### src/common/acq_pkg.sv
package acq_pkg;

    typedef logic [15:0] sample_t;
    typedef logic [7:0] channel_t;

    typedef enum logic [1:0] {
        OP_CONFIG,
        OP_RECORD,
        OP_ZCHECK
    } acq_op_t;

    localparam int WORD_BITS = 16;
    localparam int CS_GAP = 2; // cs high cycles between two words
    localparam int WORD_CYCLES = 2 * WORD_BITS + CS_GAP;

    localparam int CONFIG_WORDS = 4;
    localparam int ZCHECK_SAMPLES = 8; // repeated conversions per impedance block

    // register writes sent in every configuration pass, word 0 goes out first
    localparam sample_t [CONFIG_WORDS-1:0] CONFIG_REGS = {
        16'h8028,
        16'h8120,
        16'h83de,
        16'h8500
    };

endpackage

### src/common/seq_pkg.sv
package seq_pkg;

    typedef enum logic [3:0] {
        READY,
        CONFIG_START,
        CONFIG_WAIT,
        RECORD_START,
        RECORD_WAIT,
        RECORD_STOP,
        ZCHECK_AMP_START,
        ZCHECK_AMP_WAIT,
        ZCHECK_STIM_START,
        ZCHECK_STIM_WAIT,
        ZCHECK_STOP
    } seq_state_t;

    typedef enum logic {
        BANK_AMP,
        BANK_STIM
    } zcheck_bank_t;

endpackage

### src/acq_engine/acq_engine.sv
module acq_engine #(
    parameter int CHANNELS = 4
) (
    input  logic clk,
    input  logic config_done_reset_flag,
    input  logic start,
    input  acq_pkg::acq_op_t op,
    input  acq_pkg::channel_t zcheck_channel,
    output logic busy,
    output logic done,
    output acq_pkg::sample_t [CHANNELS-1:0] samples,
    output acq_pkg::sample_t [acq_pkg::ZCHECK_SAMPLES-1:0] zcheck_samples,
    output acq_pkg::channel_t channel,
    output logic cs,
    output logic sclk,
    output logic mosi,
    input  logic miso
);

    localparam int CYC_W = $clog2(acq_pkg::WORD_CYCLES);
    localparam int CFG_W = $clog2(acq_pkg::CONFIG_WORDS);
    localparam int XFER_CYCLES = 2 * acq_pkg::WORD_BITS;

    acq_pkg::acq_op_t op_q;
    acq_pkg::channel_t zch_q;
    acq_pkg::channel_t word_cnt;
    acq_pkg::channel_t last_word;
    logic [CYC_W-1:0] cyc; // position inside the current word
    acq_pkg::sample_t rx;
    acq_pkg::sample_t tx_bits;
    logic xfer;
    logic word_end;

    always_comb begin
        case (op_q)
            acq_pkg::OP_CONFIG: last_word = acq_pkg::channel_t'(acq_pkg::CONFIG_WORDS - 1);
            acq_pkg::OP_RECORD: last_word = acq_pkg::channel_t'(CHANNELS - 1);
            default: last_word = acq_pkg::channel_t'(acq_pkg::ZCHECK_SAMPLES - 1);
        endcase
    end

    assign xfer = busy && (cyc < CYC_W'(XFER_CYCLES));
    assign word_end = busy && (cyc == CYC_W'(acq_pkg::WORD_CYCLES - 1));
    assign done = word_end && (word_cnt == last_word);

    assign cs = !xfer;
    assign sclk = xfer && cyc[0]; // low on even cycles, high on odd ones

    // a record pass walks the bank, an impedance pass stays on one channel
    assign channel = (op_q == acq_pkg::OP_ZCHECK) ? zch_q : word_cnt;

    assign tx_bits = acq_pkg::CONFIG_REGS[word_cnt[CFG_W-1:0]] << cyc[CYC_W-1:1];
    assign mosi = xfer && (op_q == acq_pkg::OP_CONFIG) && tx_bits[acq_pkg::WORD_BITS-1];

    always_ff @(posedge clk) begin
        if (config_done_reset_flag) begin
            busy <= 1'b0;
            op_q <= acq_pkg::OP_CONFIG;
            word_cnt <= '0;
            cyc <= '0;
        end else if (!busy) begin
            if (start) begin
                busy <= 1'b1;
                op_q <= op;
                word_cnt <= '0;
                cyc <= '0;
            end
        end else if (word_end) begin
            cyc <= '0;
            word_cnt <= word_cnt + 1'b1;
            if (word_cnt == last_word) busy <= 1'b0;
        end else begin
            cyc <= cyc + 1'b1;
        end
    end

    always_ff @(posedge clk) begin
        if (!busy && start) zch_q <= zcheck_channel;

        // miso is taken on the edge that raises sclk, MSB first
        if (xfer && !cyc[0]) rx <= {rx[acq_pkg::WORD_BITS-2:0], miso};

        // cs has just gone high, so rx holds the whole word
        if (busy && cyc == CYC_W'(XFER_CYCLES)) begin
            if (op_q == acq_pkg::OP_RECORD) samples[word_cnt] <= rx;
            else if (op_q == acq_pkg::OP_ZCHECK) zcheck_samples[word_cnt] <= rx;
        end
    end

endmodule

### src/acq_engine/spi_loopback_model.sv
module spi_loopback_model #(
    parameter int SEED = 0
) (
    input  logic clk,
    input  logic config_done_reset_flag,
    input  logic cs,
    input  logic sclk,
    input  acq_pkg::channel_t channel,
    output logic miso
);

    acq_pkg::sample_t word;
    acq_pkg::sample_t shreg;
    logic cs_q;
    logic cs_fall;

    assign word = acq_pkg::sample_t'(SEED) + acq_pkg::sample_t'(channel); // wraps at 2^16
    assign cs_fall = cs_q && !cs;

    // the MSB has to be on the line already in the cycle cs falls
    assign miso = cs_fall ? word[acq_pkg::WORD_BITS-1] : shreg[acq_pkg::WORD_BITS-1];

    always_ff @(posedge clk) begin
        if (config_done_reset_flag) cs_q <= 1'b1;
        else cs_q <= cs;
    end

    always_ff @(posedge clk) begin
        if (cs_fall) shreg <= word;
        else if (!cs && sclk) shreg <= shreg << 1; // step as sclk falls
    end

endmodule

### src/source/acq_sequencer.sv
module acq_sequencer #(
    parameter int AMP_CHANNELS = 4,
    parameter int STIM_CHANNELS = 2
) (
    input  logic clk,
    input  logic config_done_reset_flag,
    input  logic record_start,
    input  logic record_stop,
    input  logic zcheck_start,
    output logic busy,
    output logic zcheck_done,
    output logic amp_start,
    output logic stim_start,
    output acq_pkg::acq_op_t amp_op,
    output acq_pkg::acq_op_t stim_op,
    output acq_pkg::channel_t amp_zcheck_channel,
    output acq_pkg::channel_t stim_zcheck_channel,
    input  logic amp_busy,
    input  logic amp_done,
    input  logic stim_busy,
    input  logic stim_done,
    output logic capture_amp,
    output logic capture_stim,
    output logic publish_record,
    output logic publish_zcheck,
    output seq_pkg::zcheck_bank_t zcheck_bank
);

    seq_pkg::seq_state_t state;
    acq_pkg::acq_op_t op;
    acq_pkg::channel_t amp_ch;
    acq_pkg::channel_t stim_ch;
    logic go_record; // session to run once the opening config pass is done
    logic go_zcheck;
    logic amp_done_flag;
    logic stim_done_flag;
    logic stop_req;
    logic amp_sweep_left;
    logic stim_sweep_left;
    logic frame_done;

    assign busy = (state != seq_pkg::READY);
    assign zcheck_done = (state == seq_pkg::ZCHECK_STOP);

    assign amp_sweep_left = (amp_ch != acq_pkg::channel_t'(AMP_CHANNELS));
    assign stim_sweep_left = (stim_ch != acq_pkg::channel_t'(STIM_CHANNELS));
    assign frame_done = amp_done_flag && stim_done_flag;

    always_comb begin
        case (state)
            seq_pkg::RECORD_START, seq_pkg::RECORD_WAIT, seq_pkg::RECORD_STOP:
                op = acq_pkg::OP_RECORD;
            seq_pkg::ZCHECK_AMP_START, seq_pkg::ZCHECK_AMP_WAIT,
            seq_pkg::ZCHECK_STIM_START, seq_pkg::ZCHECK_STIM_WAIT:
                op = acq_pkg::OP_ZCHECK;
            default:
                op = acq_pkg::OP_CONFIG;
        endcase
    end

    assign amp_op = op;
    assign stim_op = op;
    assign amp_zcheck_channel = amp_ch;
    assign stim_zcheck_channel = stim_ch;

    // start is held until the engine reports busy
    assign amp_start = !amp_busy && ((state == seq_pkg::CONFIG_START) ||
        (state == seq_pkg::RECORD_START && !record_stop) ||
        (state == seq_pkg::ZCHECK_AMP_START && amp_sweep_left));
    assign stim_start = !stim_busy && ((state == seq_pkg::CONFIG_START) ||
        (state == seq_pkg::RECORD_START && !record_stop) ||
        (state == seq_pkg::ZCHECK_STIM_START && stim_sweep_left));

    assign capture_amp = (state == seq_pkg::RECORD_WAIT) && amp_done;
    assign capture_stim = (state == seq_pkg::RECORD_WAIT) && stim_done;
    assign publish_record = (state == seq_pkg::RECORD_WAIT) && frame_done &&
        !stop_req && !record_stop; // a frame cut short by a stop is dropped
    assign publish_zcheck = (state == seq_pkg::ZCHECK_AMP_WAIT && amp_done) ||
        (state == seq_pkg::ZCHECK_STIM_WAIT && stim_done);

    assign zcheck_bank = (state == seq_pkg::ZCHECK_STIM_START ||
        state == seq_pkg::ZCHECK_STIM_WAIT) ? seq_pkg::BANK_STIM : seq_pkg::BANK_AMP;

    always_ff @(posedge clk) begin
        if (config_done_reset_flag) begin
            state <= seq_pkg::READY;
            go_record <= 1'b0;
            go_zcheck <= 1'b0;
            amp_done_flag <= 1'b0;
            stim_done_flag <= 1'b0;
            stop_req <= 1'b0;
            amp_ch <= '0;
            stim_ch <= '0;
        end else begin
            // the banks may finish in either order
            if (amp_done) amp_done_flag <= 1'b1;
            if (stim_done) stim_done_flag <= 1'b1;

            case (state)
                seq_pkg::READY: begin
                    amp_ch <= '0;
                    stim_ch <= '0;
                    stop_req <= 1'b0;
                    if (record_start) begin
                        go_record <= 1'b1;
                        state <= seq_pkg::CONFIG_START;
                    end else if (zcheck_start) begin
                        go_zcheck <= 1'b1;
                        state <= seq_pkg::CONFIG_START;
                    end
                end
                seq_pkg::CONFIG_START: begin
                    if (amp_busy && stim_busy) state <= seq_pkg::CONFIG_WAIT;
                end
                seq_pkg::CONFIG_WAIT: begin
                    if (frame_done) begin
                        amp_done_flag <= 1'b0;
                        stim_done_flag <= 1'b0;
                        go_record <= 1'b0;
                        go_zcheck <= 1'b0;
                        if (go_record) state <= seq_pkg::RECORD_START;
                        else if (go_zcheck) state <= seq_pkg::ZCHECK_AMP_START;
                        else state <= seq_pkg::READY; // closing pass finished
                    end
                end
                seq_pkg::RECORD_START: begin
                    if (record_stop) state <= seq_pkg::RECORD_STOP;
                    else if (amp_busy && stim_busy) state <= seq_pkg::RECORD_WAIT;
                end
                seq_pkg::RECORD_WAIT: begin
                    if (record_stop) stop_req <= 1'b1;
                    if (frame_done) begin
                        amp_done_flag <= 1'b0;
                        stim_done_flag <= 1'b0;
                        if (stop_req || record_stop) state <= seq_pkg::RECORD_STOP;
                        else state <= seq_pkg::RECORD_START;
                    end
                end
                seq_pkg::RECORD_STOP: begin
                    // let a running frame drain before the closing pass
                    if (!amp_busy && !stim_busy) begin
                        amp_done_flag <= 1'b0;
                        stim_done_flag <= 1'b0;
                        state <= seq_pkg::CONFIG_START;
                    end
                end
                seq_pkg::ZCHECK_AMP_START: begin
                    if (!amp_sweep_left) state <= seq_pkg::ZCHECK_STIM_START;
                    else if (amp_busy) state <= seq_pkg::ZCHECK_AMP_WAIT;
                end
                seq_pkg::ZCHECK_AMP_WAIT: begin
                    if (amp_done_flag) begin
                        amp_done_flag <= 1'b0;
                        amp_ch <= amp_ch + 1'b1;
                        state <= seq_pkg::ZCHECK_AMP_START;
                    end
                end
                seq_pkg::ZCHECK_STIM_START: begin
                    if (!stim_sweep_left) state <= seq_pkg::ZCHECK_STOP;
                    else if (stim_busy) state <= seq_pkg::ZCHECK_STIM_WAIT;
                end
                seq_pkg::ZCHECK_STIM_WAIT: begin
                    if (stim_done_flag) begin
                        stim_done_flag <= 1'b0;
                        stim_ch <= stim_ch + 1'b1;
                        state <= seq_pkg::ZCHECK_STIM_START;
                    end
                end
                seq_pkg::ZCHECK_STOP: state <= seq_pkg::CONFIG_START;
                default: state <= seq_pkg::READY;
            endcase
        end
    end

endmodule

### src/source/frame_capture.sv
module frame_capture #(
    parameter int AMP_CHANNELS = 4,
    parameter int STIM_CHANNELS = 2
) (
    input  logic clk,
    input  logic config_done_reset_flag,
    input  acq_pkg::sample_t [AMP_CHANNELS-1:0] amp_samples,
    input  acq_pkg::sample_t [STIM_CHANNELS-1:0] stim_samples,
    input  acq_pkg::sample_t [acq_pkg::ZCHECK_SAMPLES-1:0] amp_zcheck,
    input  acq_pkg::sample_t [acq_pkg::ZCHECK_SAMPLES-1:0] stim_zcheck,
    input  logic capture_amp,
    input  logic capture_stim,
    input  logic publish_record,
    input  logic publish_zcheck,
    input  seq_pkg::zcheck_bank_t zcheck_bank,
    output acq_pkg::sample_t [AMP_CHANNELS+STIM_CHANNELS-1:0] data_out_record,
    output acq_pkg::sample_t [acq_pkg::ZCHECK_SAMPLES-1:0] data_out_zcheck,
    output logic data_out_record_valid,
    output logic data_out_zcheck_valid
);

    acq_pkg::sample_t [AMP_CHANNELS-1:0] amp_frame;
    acq_pkg::sample_t [STIM_CHANNELS-1:0] stim_frame;

    always_ff @(posedge clk) begin
        if (capture_amp) amp_frame <= amp_samples;
        if (capture_stim) stim_frame <= stim_samples;
        if (publish_record) data_out_record <= {stim_frame, amp_frame}; // amp channels in the low bits
        if (publish_zcheck) begin
            data_out_zcheck <= (zcheck_bank == seq_pkg::BANK_STIM) ? stim_zcheck : amp_zcheck;
        end
    end

    always_ff @(posedge clk) begin
        if (config_done_reset_flag) begin
            data_out_record_valid <= 1'b0;
            data_out_zcheck_valid <= 1'b0;
        end else begin
            data_out_record_valid <= publish_record;
            data_out_zcheck_valid <= publish_zcheck;
        end
    end

endmodule

### src/source/seeg_acq_top.sv
module seeg_acq_top #(
    parameter int AMP_CHANNELS = 4,
    parameter int STIM_CHANNELS = 2,
    parameter int AMP_SEED = 64,
    parameter int STIM_SEED = 2048
) (
    input  logic clk,
    input  logic config_done_reset_flag,
    input  logic record_start,
    input  logic record_stop,
    input  logic zcheck_start,
    input  logic loopback_mode,
    output logic busy,
    output logic zcheck_done,
    output logic amp_cs,
    output logic amp_sclk,
    output logic amp_mosi,
    output logic stim_cs,
    output logic stim_sclk,
    output logic stim_mosi,
    input  logic amp_miso,
    input  logic stim_miso,
    output acq_pkg::sample_t [AMP_CHANNELS+STIM_CHANNELS-1:0] data_out_record,
    output logic data_out_record_valid,
    output acq_pkg::sample_t [acq_pkg::ZCHECK_SAMPLES-1:0] data_out_zcheck,
    output logic data_out_zcheck_valid
);

    logic amp_start, amp_busy, amp_done;
    logic stim_start, stim_busy, stim_done;
    acq_pkg::acq_op_t amp_op, stim_op;
    acq_pkg::channel_t amp_zcheck_channel, stim_zcheck_channel;
    acq_pkg::channel_t amp_channel, stim_channel;
    acq_pkg::sample_t [AMP_CHANNELS-1:0] amp_samples;
    acq_pkg::sample_t [STIM_CHANNELS-1:0] stim_samples;
    acq_pkg::sample_t [acq_pkg::ZCHECK_SAMPLES-1:0] amp_zcheck, stim_zcheck;
    logic capture_amp, capture_stim, publish_record, publish_zcheck;
    seq_pkg::zcheck_bank_t zcheck_bank;
    logic amp_model_miso, stim_model_miso;
    logic amp_miso_sel, stim_miso_sel;

    // external lines are only used with loopback off
    assign amp_miso_sel = loopback_mode ? amp_model_miso : amp_miso;
    assign stim_miso_sel = loopback_mode ? stim_model_miso : stim_miso;

    acq_sequencer #(.AMP_CHANNELS(AMP_CHANNELS), .STIM_CHANNELS(STIM_CHANNELS)) sequencer (
        .clk(clk), .config_done_reset_flag(config_done_reset_flag),
        .record_start(record_start), .record_stop(record_stop), .zcheck_start(zcheck_start),
        .busy(busy), .zcheck_done(zcheck_done),
        .amp_start(amp_start), .stim_start(stim_start), .amp_op(amp_op), .stim_op(stim_op),
        .amp_zcheck_channel(amp_zcheck_channel), .stim_zcheck_channel(stim_zcheck_channel),
        .amp_busy(amp_busy), .amp_done(amp_done), .stim_busy(stim_busy), .stim_done(stim_done),
        .capture_amp(capture_amp), .capture_stim(capture_stim),
        .publish_record(publish_record), .publish_zcheck(publish_zcheck),
        .zcheck_bank(zcheck_bank)
    );

    acq_engine #(.CHANNELS(AMP_CHANNELS)) amp_engine (
        .clk(clk), .config_done_reset_flag(config_done_reset_flag),
        .start(amp_start), .op(amp_op), .zcheck_channel(amp_zcheck_channel),
        .busy(amp_busy), .done(amp_done), .samples(amp_samples), .zcheck_samples(amp_zcheck),
        .channel(amp_channel), .cs(amp_cs), .sclk(amp_sclk), .mosi(amp_mosi),
        .miso(amp_miso_sel)
    );

    acq_engine #(.CHANNELS(STIM_CHANNELS)) stim_engine (
        .clk(clk), .config_done_reset_flag(config_done_reset_flag),
        .start(stim_start), .op(stim_op), .zcheck_channel(stim_zcheck_channel),
        .busy(stim_busy), .done(stim_done), .samples(stim_samples), .zcheck_samples(stim_zcheck),
        .channel(stim_channel), .cs(stim_cs), .sclk(stim_sclk), .mosi(stim_mosi),
        .miso(stim_miso_sel)
    );

    spi_loopback_model #(.SEED(AMP_SEED)) amp_model (
        .clk(clk), .config_done_reset_flag(config_done_reset_flag),
        .cs(amp_cs), .sclk(amp_sclk), .channel(amp_channel), .miso(amp_model_miso)
    );

    spi_loopback_model #(.SEED(STIM_SEED)) stim_model (
        .clk(clk), .config_done_reset_flag(config_done_reset_flag),
        .cs(stim_cs), .sclk(stim_sclk), .channel(stim_channel), .miso(stim_model_miso)
    );

    frame_capture #(.AMP_CHANNELS(AMP_CHANNELS), .STIM_CHANNELS(STIM_CHANNELS)) capture (
        .clk(clk), .config_done_reset_flag(config_done_reset_flag),
        .amp_samples(amp_samples), .stim_samples(stim_samples),
        .amp_zcheck(amp_zcheck), .stim_zcheck(stim_zcheck),
        .capture_amp(capture_amp), .capture_stim(capture_stim),
        .publish_record(publish_record), .publish_zcheck(publish_zcheck),
        .zcheck_bank(zcheck_bank),
        .data_out_record(data_out_record), .data_out_zcheck(data_out_zcheck),
        .data_out_record_valid(data_out_record_valid),
        .data_out_zcheck_valid(data_out_zcheck_valid)
    );

endmodule

### config.mk
export PLATFORM = sky130hd
export DESIGN_NAME = seeg_acq_top
export DESIGN_NICKNAME = d
export VERILOG_FILES = /design/src/common/acq_pkg.sv /design/src/common/seq_pkg.sv /design/src/acq_engine/acq_engine.sv /design/src/acq_engine/spi_loopback_model.sv /design/src/source/acq_sequencer.sv /design/src/source/frame_capture.sv /design/src/source/seeg_acq_top.sv
export SDC_FILE = /design/constraint.sdc
export NUM_CORES = 1
export LEC_CHECK = 0
export BUFFER_PORTS_ARGS = -buffer_cell sky130_fd_sc_hd__buf_2
export CAP_MARGIN = 5
export CORE_ASPECT_RATIO = 1.4
export CORE_UTILIZATION = 57
export DETAILED_ROUTE_END_ITERATION = 6
export PLACE_DENSITY = 0.77
export SETUP_SLACK_MARGIN = 0.2
export SLEW_MARGIN = 0
export SYNTH_ARGS = -nofsm -noshare
export SYNTH_HDL_FRONTEND = slang
export SYNTH_HIERARCHICAL = 1
export SYNTH_SLANG_ARGS = --single-unit
### constraint.sdc
create_clock -name clk -period 12.6 [get_ports clk]
set_input_delay 0 -clock clk [delete_from_list [all_inputs] [get_ports clk]]
set_output_delay 0 -clock clk [all_outputs]
set_load 0.03 [all_outputs]
==> flow_summary.yaml, run 1 <==
floorplanning:
  die_area_um2: 51500
  core_region_area_um2: 50000
  start_util_pct: 57.7
  die_y_um: 268
  row_count: 97
  die_w_um: 192
  boundaryPins: 242
sta:
  fin_setup_tns_ns: 0
  slew_headroom_pct: 19.0
  timing.fmax_mhz: 233
  final_max_slew_viol_count: 0
  finalWorstPathRequiredPeriod_ns: 4.30
  final_hold_viol_count: 0
  fin_worst_skew_ns: 0.0231
  tightestPinTransition_ns: 1.21
  finalCritPeriodShare_pct: 34.1
  setup_viol: 0
  rsz0062_at_grt: "no"
  hold_slack_ns: 0.0752
routing:
  ant_nets: 0
  post-route-drc-count: 0
  first_iter_violations: 1259
  vias: 14200
  drt_first_pass_iters: 5
  wl_per_cell_um: 24.4
  wl_um: 60200
  vias_per_cell: 5.75
cells_and_area:
  instances_no_fill: 2472
  n_antenna_cell: 0
  final_nets: 1798
  drive_gt1_share_pct: 30.7
  n_fill_cell: 3245
  syn_to_final_growth_pct: 14.7
yosys:
  synth_simple_gate_area_share_pct: 5.51
  yosys_warnings: 6
  synthXorXnorAreaFrac_pct: 0.638
  synth_area_um2: 28800
  yosys.area.top_type_share_pct: 78.3
  postSynthCellCount: 1478
  synth_top_family_by_area: "multiplexers"
  synthFlopType: "edfxtp_1"
  ys_types: 72
  synth_async_sr_flop_share_pct: 0
  synth_top_area_cell: "edfxtp_1"
  yosys-top-cells-count: "edfxtp_1 (752), mux2_2 (147), nor2_1 (76), dfxtp_1 (63), nand2_1 (33)"
  synth.most_common_cell: "edfxtp_1"
  synth_compound_area_share_pct: 2.18
  synth.avg_cell_area_um2: 19.5
  synth.net_count: 1504
  synthAdderAreaFrac_pct: 0.781
  yosys_register_bits: 815
  ys_seq_area_share_pct: 82.7
  synth_mux_area_share_pct: 6.54
  yosys-top-cells-area: "edfxtp_1 (78%), mux2_2 (5.7%), dfxtp_1 (4.4%)"
  synth_edf_count: 752
global_route:
  grt_max_degree: 85
  grt_pass1_vias: 14000
  grt_pass1_wl_um: 87000
  gr-total-overflow: 0
  antenna_found_initial: 0
  grt_usage_pct: 23.7
critical_path:
  crit_path_start_kind: "flip-flop"
  cp.required_ns: 12.80
  rrSetupSlack_ns: 8.30
  cp-end-kind: "flip-flop"
  cp_max_fo: 81
  worst-setup-path-type: "flip-flop to flip-flop"
  arrival_ns: 4.50
cts:
  htreeDepth: 3
  path_clk_slew_ns: 0.07
  root_buffer: "clkbuf_16"
  cts_tree: "yes"
  cts_buffer_depth: 3
  clkLatencyLatePin_ns: 0.60
  numCtsBuffers: 72
  clkSinkCount: 815
placement:
  place_congestion: 0.851
  portBuffers: 241
  dp_hpwl_um: 37400
  place_inst: 2331
pwr:
  p_per_area_nw_per_um2: 170
  total_power_mw: 5.62
  power.leakage_nw: 11.1
  ir_worst_vdd_uv: 144
flow_run:
  drv_cap: 0
worst_hold_path:
  hold_path_class: "input pin to flip-flop"
run_status:
  status: "complete, no violations"
what timing repair did:
item,in CTS,in global routing
buffers inserted,0,0
resized for setup,0,0
endpoints found under the hold margin,23,0
hold buffers,8,0
power breakdown:
| group | internal, mW | total, mW | switching (mW) |
|---|---|---|---|
| Clock | 1.18 | 2.13 | 0.947 |
| Combinational | 0.0983 | 0.261 | 0.163 |
| Sequential | 3.07 | 3.22 | 0.149 |
| Total | 4.36 | 5.62 | 1.26 |
routing by layer:
layer	up-vias	wire [um]	GRT usage (%)
met1	7165	23100	29.7
li1	6301	-	-
met3	129	3680	3.26
met2	619	30600	40.3
met5	-	0	0
met4	0	2870	11.9
layout make-up:
type / instances / area (um^2) / area share [%]
Clock buffer: 91 / 1940 / 5.85
Tap cell: 643 / 805 / 2.43
Clock inverter: 40 / 352 / 1.06
Timing Repair Buffer: 273 / 1470 / 4.43
Multi-Input combinational cell: 585 / 4590 / 13.9
Sequential cell: 815 / 23800 / 72.1
Inverter: 25 / 93.8 / 0.284
sequential cells by signal (all words and copies together) (netlist names), 2 cells and up:
register	count
stim_engine/zcheck_samples	128
amp_engine/rx	16
capture/amp_frame	64
amp_model/shreg	16
stim_engine/cyc	6
capture/data_out_record	96
amp_engine/op_q	2
sequencer/stim_zcheck_channel	8
amp_engine/zcheck_samples	128
amp_engine/word_cnt	8
sequencer/state	4
capture/data_out_zcheck	128
stim_engine/word_cnt	8
amp_engine/samples	64
capture/stim_frame	32
stim_engine/samples	32
stim_model/shreg	16
stim_engine/zch_q	8
amp_engine/cyc	6
stim_engine/rx	16
sequencer/amp_zcheck_channel	8
stim_engine/op_q	2
amp_engine/zch_q	8
worst paths after layout:
path / endpoint / from / cells after the start
max reg2reg: capture/data_out_zcheck[7] / amp_engine/cyc[2] / 5
max: capture/data_out_zcheck[7] / amp_engine/cyc[2] / 5
min: sequencer/go_zcheck / zcheck_start / 5
min reg2reg: capture/stim_frame[6] / stim_engine/samples[6] / 0
per-stage QoR:
| stage | utilization, % | setup slack, ns | cell area, um^2 |
|---|---|---|---|
| after CTS | 66.1 | 8.32 | 33100 |
| after global placement | 61.4 | 8.50 | 30700 |
| after floorplan | - | 1.12 | 28800 |
| after detailed placement | 61.4 | 8.34 | 30700 |
| after global routing | 66.2 | 8.13 | 33100 |
| final | 66.2 | 8.30 | 33100 |
kinds of logic after synthesis:
group | after synthesis
compound gates | 95
xor+xnor | 21
fa+ha+maj | 18
buf+inv | 78
flops | 815
mux | 166
simple gates | 285
layout by cell type (no fill, tap or decap), types with 5 or more instances in the layout:
| cell type | netlist | routed |
|---|---|---|
| ha_1 | 18 | 18 |
| nor4b_1 | 6 | 5 |
| nand2b_1 | 10 | 10 |
| nor2_1 | 76 | 74 |
| clkbuf_16 | 0 | 74 |
| xor2_1 | 11 | 11 |
| clkinv_1 | 0 | 13 |
| or2_2 | 10 | 10 |
| or3_1 | 5 | 5 |
| nand2_1 | 33 | 33 |
| and3_1 | 9 | 7 |
| buf_4 | 2 | 24 |
| a31oi_1 | 8 | 8 |
| o21ai_0 | 22 | 22 |
| edfxtp_1 | 752 | 752 |
| dfxtp_1 | 63 | 63 |
| mux2_4 | 8 | 8 |
| xnor2_1 | 10 | 10 |
| dlygate4sd3_1 | 0 | 8 |
| mux2i_1 | 11 | 11 |
| a211oi_1 | 7 | 7 |
| nand4_1 | 12 | 12 |
| nand3_1 | 25 | 25 |
| nor3_1 | 23 | 20 |
| clkbuf_1 | 19 | 15 |
| and2_1 | 23 | 23 |
| clkinv_2 | 0 | 12 |
| buf_2 | 10 | 241 |
| or4_1 | 7 | 7 |
| a21oi_1 | 22 | 22 |
| mux2_2 | 147 | 147 |
| nor4_2 | 0 | 5 |
| inv_1 | 25 | 25 |
| nor4_1 | 10 | 5 |
| nor2b_1 | 12 | 12 |
critical path: stages (launching register included):
cell and delay, ns:
dfxtp_1 0.43, or4b_4 0.62, nand4bb_1 0.57, nor2_1 0.50, a32o_4 0.67, buf_4 0.91
No activity file was read; power rests on OpenSTA's default activity.
==> run 2: changes to the inputs <==
==> constraint.sdc (replaced) <==
create_clock -name clk -period 4 [get_ports clk]
set_input_delay 0 -clock clk [delete_from_list [all_inputs] [get_ports clk]]
set_output_delay 0 -clock clk [all_outputs]
set_load 0.03 [all_outputs]
==> flow_summary.yaml, run 2 (same netlist as run 1, synthesis figures left out) <==
cts:
  post_cts_buffers: 0
  htreeDepth: 3
  holdBufCountCts: 8
  cts_tree: "yes"
  cts_resized: 0
  numCtsBuffers: 70
  clkLatencyLatePin_ns: 0.62
  root_buffer: "clkbuf_16"
  clkSinkCount: 815
  cts_buffer_depth: 3
  path_clk_slew_ns: 0.06
flow_run:
  drv_cap: 0
global_route:
  gr-total-overflow: 0
  grt_max_degree: 98
  grt_usage_pct: 24.1
  grt_pass1_wl_um: 88500
  antenna_found_initial: 0
  grt_pass1_vias: 14100
floorplanning:
  die_area_um2: 51500
  die_y_um: 268
  core_region_area_um2: 50000
  boundaryPins: 242
  start_util_pct: 57.7
  row_count: 97
  die_w_um: 192
critical_path:
  cp-end-kind: "flip-flop"
  cp_max_fo: 36
  arrival_ns: 3.56
  crit_path_start_kind: "flip-flop"
  worst-setup-path-type: "flip-flop to flip-flop"
  cp.required_ns: 4.26
routing:
  wl_per_cell_um: 24.9
  vias_per_cell: 5.77
  drt_first_pass_iters: 7
  first_iter_violations: 1350
  post-route-drc-count: 1
  vias: 14300
  wl_um: 61800
  ant_nets: 0
sta:
  final_hold_viol_count: 0
  fin_setup_tns_ns: 0
  finalCritPeriodShare_pct: 82.5
  tightestPinTransition_ns: 1.04
  timing.fmax_mhz: 303
  setup_viol: 0
  hold_slack_ns: 0.0318
  slew_headroom_pct: 30.4
  rsz0062_at_grt: "no"
  fin_worst_skew_ns: 0.0312
  final_max_slew_viol_count: 0
  finalWorstPathRequiredPeriod_ns: 3.30
run_status:
  status: "finished, violations left"
  violations: "design-rule violations"
worst_hold_path:
  hold_path_class: "input pin to flip-flop"
cells_and_area:
  final_common_cell: "edfxtp_1"
  drive_gt1_share_pct: 31.3
  layout_common_cells: "edfxtp_1 (752), buf_2 (241), mux2_2 (147)"
  seqCellArea_um2: 23800
  n_fill_cell: 3178
  fin_area_um2: 33200
  instances_no_fill: 2482
  reg_top3: "amp_engine/zcheck_samples (128), capture/data_out_zcheck (128), stim_engine/zcheck_samples (128)"
  syn_to_final_growth_pct: 15.2
  multiInputGateArea_um2: 4600
  final_nets: 1810
pwr:
  ir_worst_vdd_uv: 558
  p_per_area_nw_per_um2: 533
  power.leakage_nw: 11.2
placement:
  dp_hpwl_um: 38500
  portBuffers: 241
  dpl-instance-area_um2: 30900
  place_congestion: 0.834
  place_inst: 2347
run 2: metrics by stage:
step                power (mW)  util, %  setup WS [ns]
CTS                       17.8     66.4          0.758
global route              18.2     66.4          0.597
finish                    17.7     66.4          0.698
floorplan                 10.7        -         -0.217
detailed placement        11.2     61.8          0.774
global placement          11.1     61.8          0.940
run 2: routing by layer:
| metal | track usage (%) | vias to the layer above | part of all wire (%) |
|---|---|---|---|
| li1 | - | 6316 | - |
| met1 | 29.8 | 7207 | 37 |
| met2 | 42.8 | 678 | 53 |
| met3 | 3.34 | 127 | 6.7 |
| met4 | 9.49 | 0 | 3.5 |
| met5 | 0 | - | 0 |
run 2: layout make-up:
cell class                      instances  area share [%]
Sequential cell                       815            71.8
Multi-Input combinational cell        585            13.9
Clock buffer                           88            5.57
Timing Repair Buffer                  287            4.88
Tap cell                              643            2.42
Clock inverter                         38            1.21
Inverter                               25           0.282
Antenna cell                            1         0.00753
run 2: critical path, stage by stage (launching register included):
cell,delay (ns)
dfxtp_1,0.44
nor4b_4,0.44
nand3_2,0.26
nor3_1,0.58
a32o_4,0.72
buf_4,0.45
run 2: final timing paths:
kind / slack [ns] / end / from / cells past startpoint
setup / recovery: 0.70 / capture/data_out_zcheck[7] / stim_engine/cyc[2] / 5
setup reg to reg: 0.70 / capture/data_out_zcheck[7] / stim_engine/cyc[2] / 5
hold / removal: 0.03 / sequencer/go_zcheck / zcheck_start / 5
hold reg to reg: 0.41 / capture/amp_frame[41] / amp_engine/samples[41] / 0
run 2: power by group:
| part | switching, mW | internal (mW) |
|---|---|---|
| clock network | 2.99 | 3.72 |
| logic | 0.553 | 0.333 |
| registers | 0.447 | 9.68 |
| total | 3.99 | 13.7 |
==> run 3: changes to the inputs <==
--- a/config.mk
+++ b/config.mk
@@ -5,12 +5,13 @@
 export SDC_FILE = /design/constraint.sdc
 export NUM_CORES = 1
 export LEC_CHECK = 0
+export ABC_AREA = 1
 export BUFFER_PORTS_ARGS = -buffer_cell sky130_fd_sc_hd__buf_2
 export CAP_MARGIN = 5
 export CORE_ASPECT_RATIO = 1.4
-export CORE_UTILIZATION = 57
+export CORE_UTILIZATION = 53
 export DETAILED_ROUTE_END_ITERATION = 6
-export PLACE_DENSITY = 0.77
+export PLACE_DENSITY = 0.75
 export SETUP_SLACK_MARGIN = 0.2
 export SLEW_MARGIN = 0
 export SYNTH_ARGS = -nofsm -noshare
==> constraint.sdc (replaced) <==
create_clock -name clk -period 2.8 [get_ports clk]
set_input_delay 0 -clock clk [delete_from_list [all_inputs] [get_ports clk]]
set_output_delay 0 -clock clk [all_outputs]
set_load 0.03 [all_outputs]
==> flow_summary.yaml, run 3 <==
pwr:
  total_power_mw: 26.8
  p_seq_share_pct: 55.6
  swShare_pct: 24.6
  internal-power_mw: 20.2
  p_clk_share_pct: 37.0
  ir_worst_vdd_uv: 654
  p_per_area_nw_per_um2: 787
  power.leakage_nw: 12.5
  power.switching_mw: 6.60
  p_comb_share_pct: 7.4
run_status:
  status: "finished, violations left"
  violations: "design-rule violations"
sta:
  finalWorstPathRequiredPeriod_ns: 2.38
  hold_slack_ns: 0.251
  timing.fmax_mhz: 421
  final_max_slew_viol_count: 0
  rsz0062_at_grt: "no"
  setup_viol: 0
  fin_setup_tns_ns: 0
  fin_worst_skew_ns: 0.0234
  final_hold_viol_count: 0
  tightestPinTransition_ns: 0.946
  finalCritPeriodShare_pct: 84.9
  slew_headroom_pct: 36.9
yosys:
  synth_top_area_cell: "edfxtp_1"
  synth_compound_area_share_pct: 1.98
  yosys_warnings: 6
  synth_mux_area_share_pct: 0.0384
  ys_types: 45
  synth_async_sr_flop_share_pct: 0
  synth.net_count: 1990
  postSynthCellCount: 1964
  yosys-top-cells-count: "edfxtp_1 (752), nand2_1 (569), nor2_1 (114), inv_1 (103), nand3_1 (84)"
  synth_area_um2: 29300
  yosys-top-cells-area: "edfxtp_1 (77%), nand2_1 (7.3%), dfxtp_1 (4.3%)"
  synth_edf_count: 752
  yosys.area.top_type_share_pct: 77.0
  ys_seq_area_share_pct: 81.3
  synthFlopType: "edfxtp_1"
  synth_top_family_by_area: "simple AND/OR/NAND/NOR gates"
  synthAdderAreaFrac_pct: 0.768
  synth.avg_cell_area_um2: 14.9
  synth.most_common_cell: "edfxtp_1"
  synth_simple_gate_area_share_pct: 12.6
  synthXorXnorAreaFrac_pct: 0.149
  yosys_register_bits: 815
routing:
  post-route-drc-count: 3
  wl_um: 63900
  drt_first_pass_iters: 7
  first_iter_violations: 1441
  ant_nets: 0
  wl_per_cell_um: 20.8
  vias_per_cell: 5.30
  vias: 16200
global_route:
  grt_max_degree: 131
  met1_usage_pct: 27.7
  antenna_found_initial: 1
  grt_usage_pct: 22.8
  grt_pass1_vias: 15700
  grt_busiest_layer: "met2"
  use_met2_pct: 40.5
  grt_use_met3_pct: 3.50
  gr-total-overflow: 0
  grt_pass1_wl_um: 93800
cells_and_area:
  final_nets: 2315
  drive_gt1_share_pct: 21.5
  final_common_cell: "edfxtp_1"
  n_fill_cell: 3845
  layout_common_cells: "edfxtp_1 (752), nand2_1 (569), buf_2 (241)"
  syn_to_final_growth_pct: 16.2
  n_antenna_cell: 0
  reg_top3: "amp_engine/zcheck_samples (128), capture/data_out_zcheck (128), stim_engine/zcheck_samples (128)"
cts:
  post_cts_buffers: 0
  path_clk_slew_ns: 0.06
  cts_buffer_depth: 3
  cts_tree: "yes"
  numCtsBuffers: 71
  clkSinkCount: 815
  clkLatencyLatePin_ns: 0.63
  root_buffer: "clkbuf_16"
  htreeDepth: 3
critical_path:
  crit_path_start_kind: "flip-flop"
  arrival_ns: 2.38
  cp_max_fo: 9
  cp.required_ns: 2.80
  cp-end-kind: "output port"
  worst-setup-path-type: "flip-flop to output port"
placement:
  place_congestion: 0.868
  dp_hpwl_um: 41400
  portBuffers: 241
worst_hold_path:
  hold_path_class: "input pin to flip-flop"
floorplanning:
  start_util_pct: 53.8
  die_w_um: 201
  row_count: 101
  boundaryPins: 242
  die_area_um2: 56300
  die_y_um: 280
  core_region_area_um2: 54500
flow_run:
  drv_cap: 0
[run 3: cell count changes in the layout (fill, tap and decap cells not counted), moves of 26 or more]
cell / delta
mux2_2: -146
inv_1: +72
a21oi_1: +26
nand2_1: +536
nand3_1: +59
nor2_1: +35
[run 3: logic make-up (layout without fill, tap and decap cells)]
family	Yosys count	count (layout)
AO/OA/AOI/OAI	106	106
XOR/XNOR	5	5
adder cells (fa/ha/maj)	18	18
buffers and inverters	165	545
flip-flops	815	815
multiplexers	1	1
AND/OR/NAND/NOR	854	854
[run 3: worst max-delay path, stage by stage (launching register included)]
cell,delay (ns)
dfxtp_4,0.39
inv_1,0.20
ha_1,0.25
inv_1,0.10
nand2_1,0.07
nand3_1,0.08
nand2_1,0.07
nand2_1,0.06
nand2_1,0.09
nand2_1,0.05
nor2_1,0.15
buf_2,0.24
[run 3: power by group through the flow]
stage	clock, mW	sequential [mW]	combinational, mW
6_report	9.92	14.9	1.98
5_1_grt	10.4	14.9	2.20
4_1_cts	10.0	14.9	1.98
3_5_place_dp	0	15.1	1.95
3_3_place_gp	0	15.1	1.92
2_1_floorplan	0	14.6	1.55
[run 3: final timing paths]
path                                             start               endpoint  slack, ns  cells past startpoint
worst min register to register  amp_engine/samples[44]  capture/amp_frame[44]       0.40                      0
worst min-delay path                      record_start    sequencer/go_zcheck       0.25                      5
worst max register to register         amp_engine/busy       amp_engine/rx[0]       0.45                      9
worst max-delay path            amp_engine/word_cnt[1]               amp_mosi       0.42                     11
[run 3: layout make-up]
cell class	instances	area (um^2)	share of cell area [%]
sequential	815	23900	70.1
multi-input combinational	984	4690	13.8
clock buffer	85	1830	5.37
timing repair buffer	296	1750	5.13
tap	721	902	2.65
clock inverter	43	544	1.60
inverter	121	474	1.39
[run 3: what timing repair did]
action	CTS	global route
endpoints found under the hold margin	19	0
gates resized for setup	0	1
setup endpoints to repair	0	1
hold buffers	11	0
[run 3: per-layer routing]
layer | vias up | share of wire (%)
met2 | 735 | 52
li1 | 7490 | -
met1 | 7877 | 37
met4 | 0 | 3.8
met5 | - | 0
met3 | 142 | 7.1
[run 3: per-stage QoR]
| step | cell area [um^2] | utilization (%) | setup WS [ns] | instances |
|---|---|---|---|---|
| 6_report | 34000 | 62.5 | 0.424 | 3065 |
| 5_1_grt | 34000 | 62.5 | 0.264 | 3065 |
| 4_1_cts | 34000 | 62.5 | 0.275 | 3065 |
| 3_5_place_dp | 31600 | 57.9 | 0.488 | 2926 |
| 3_3_place_gp | 31600 | 57.9 | 0.549 | 2926 |
| 2_1_floorplan | 29400 | - | -0.776 | 1964 |
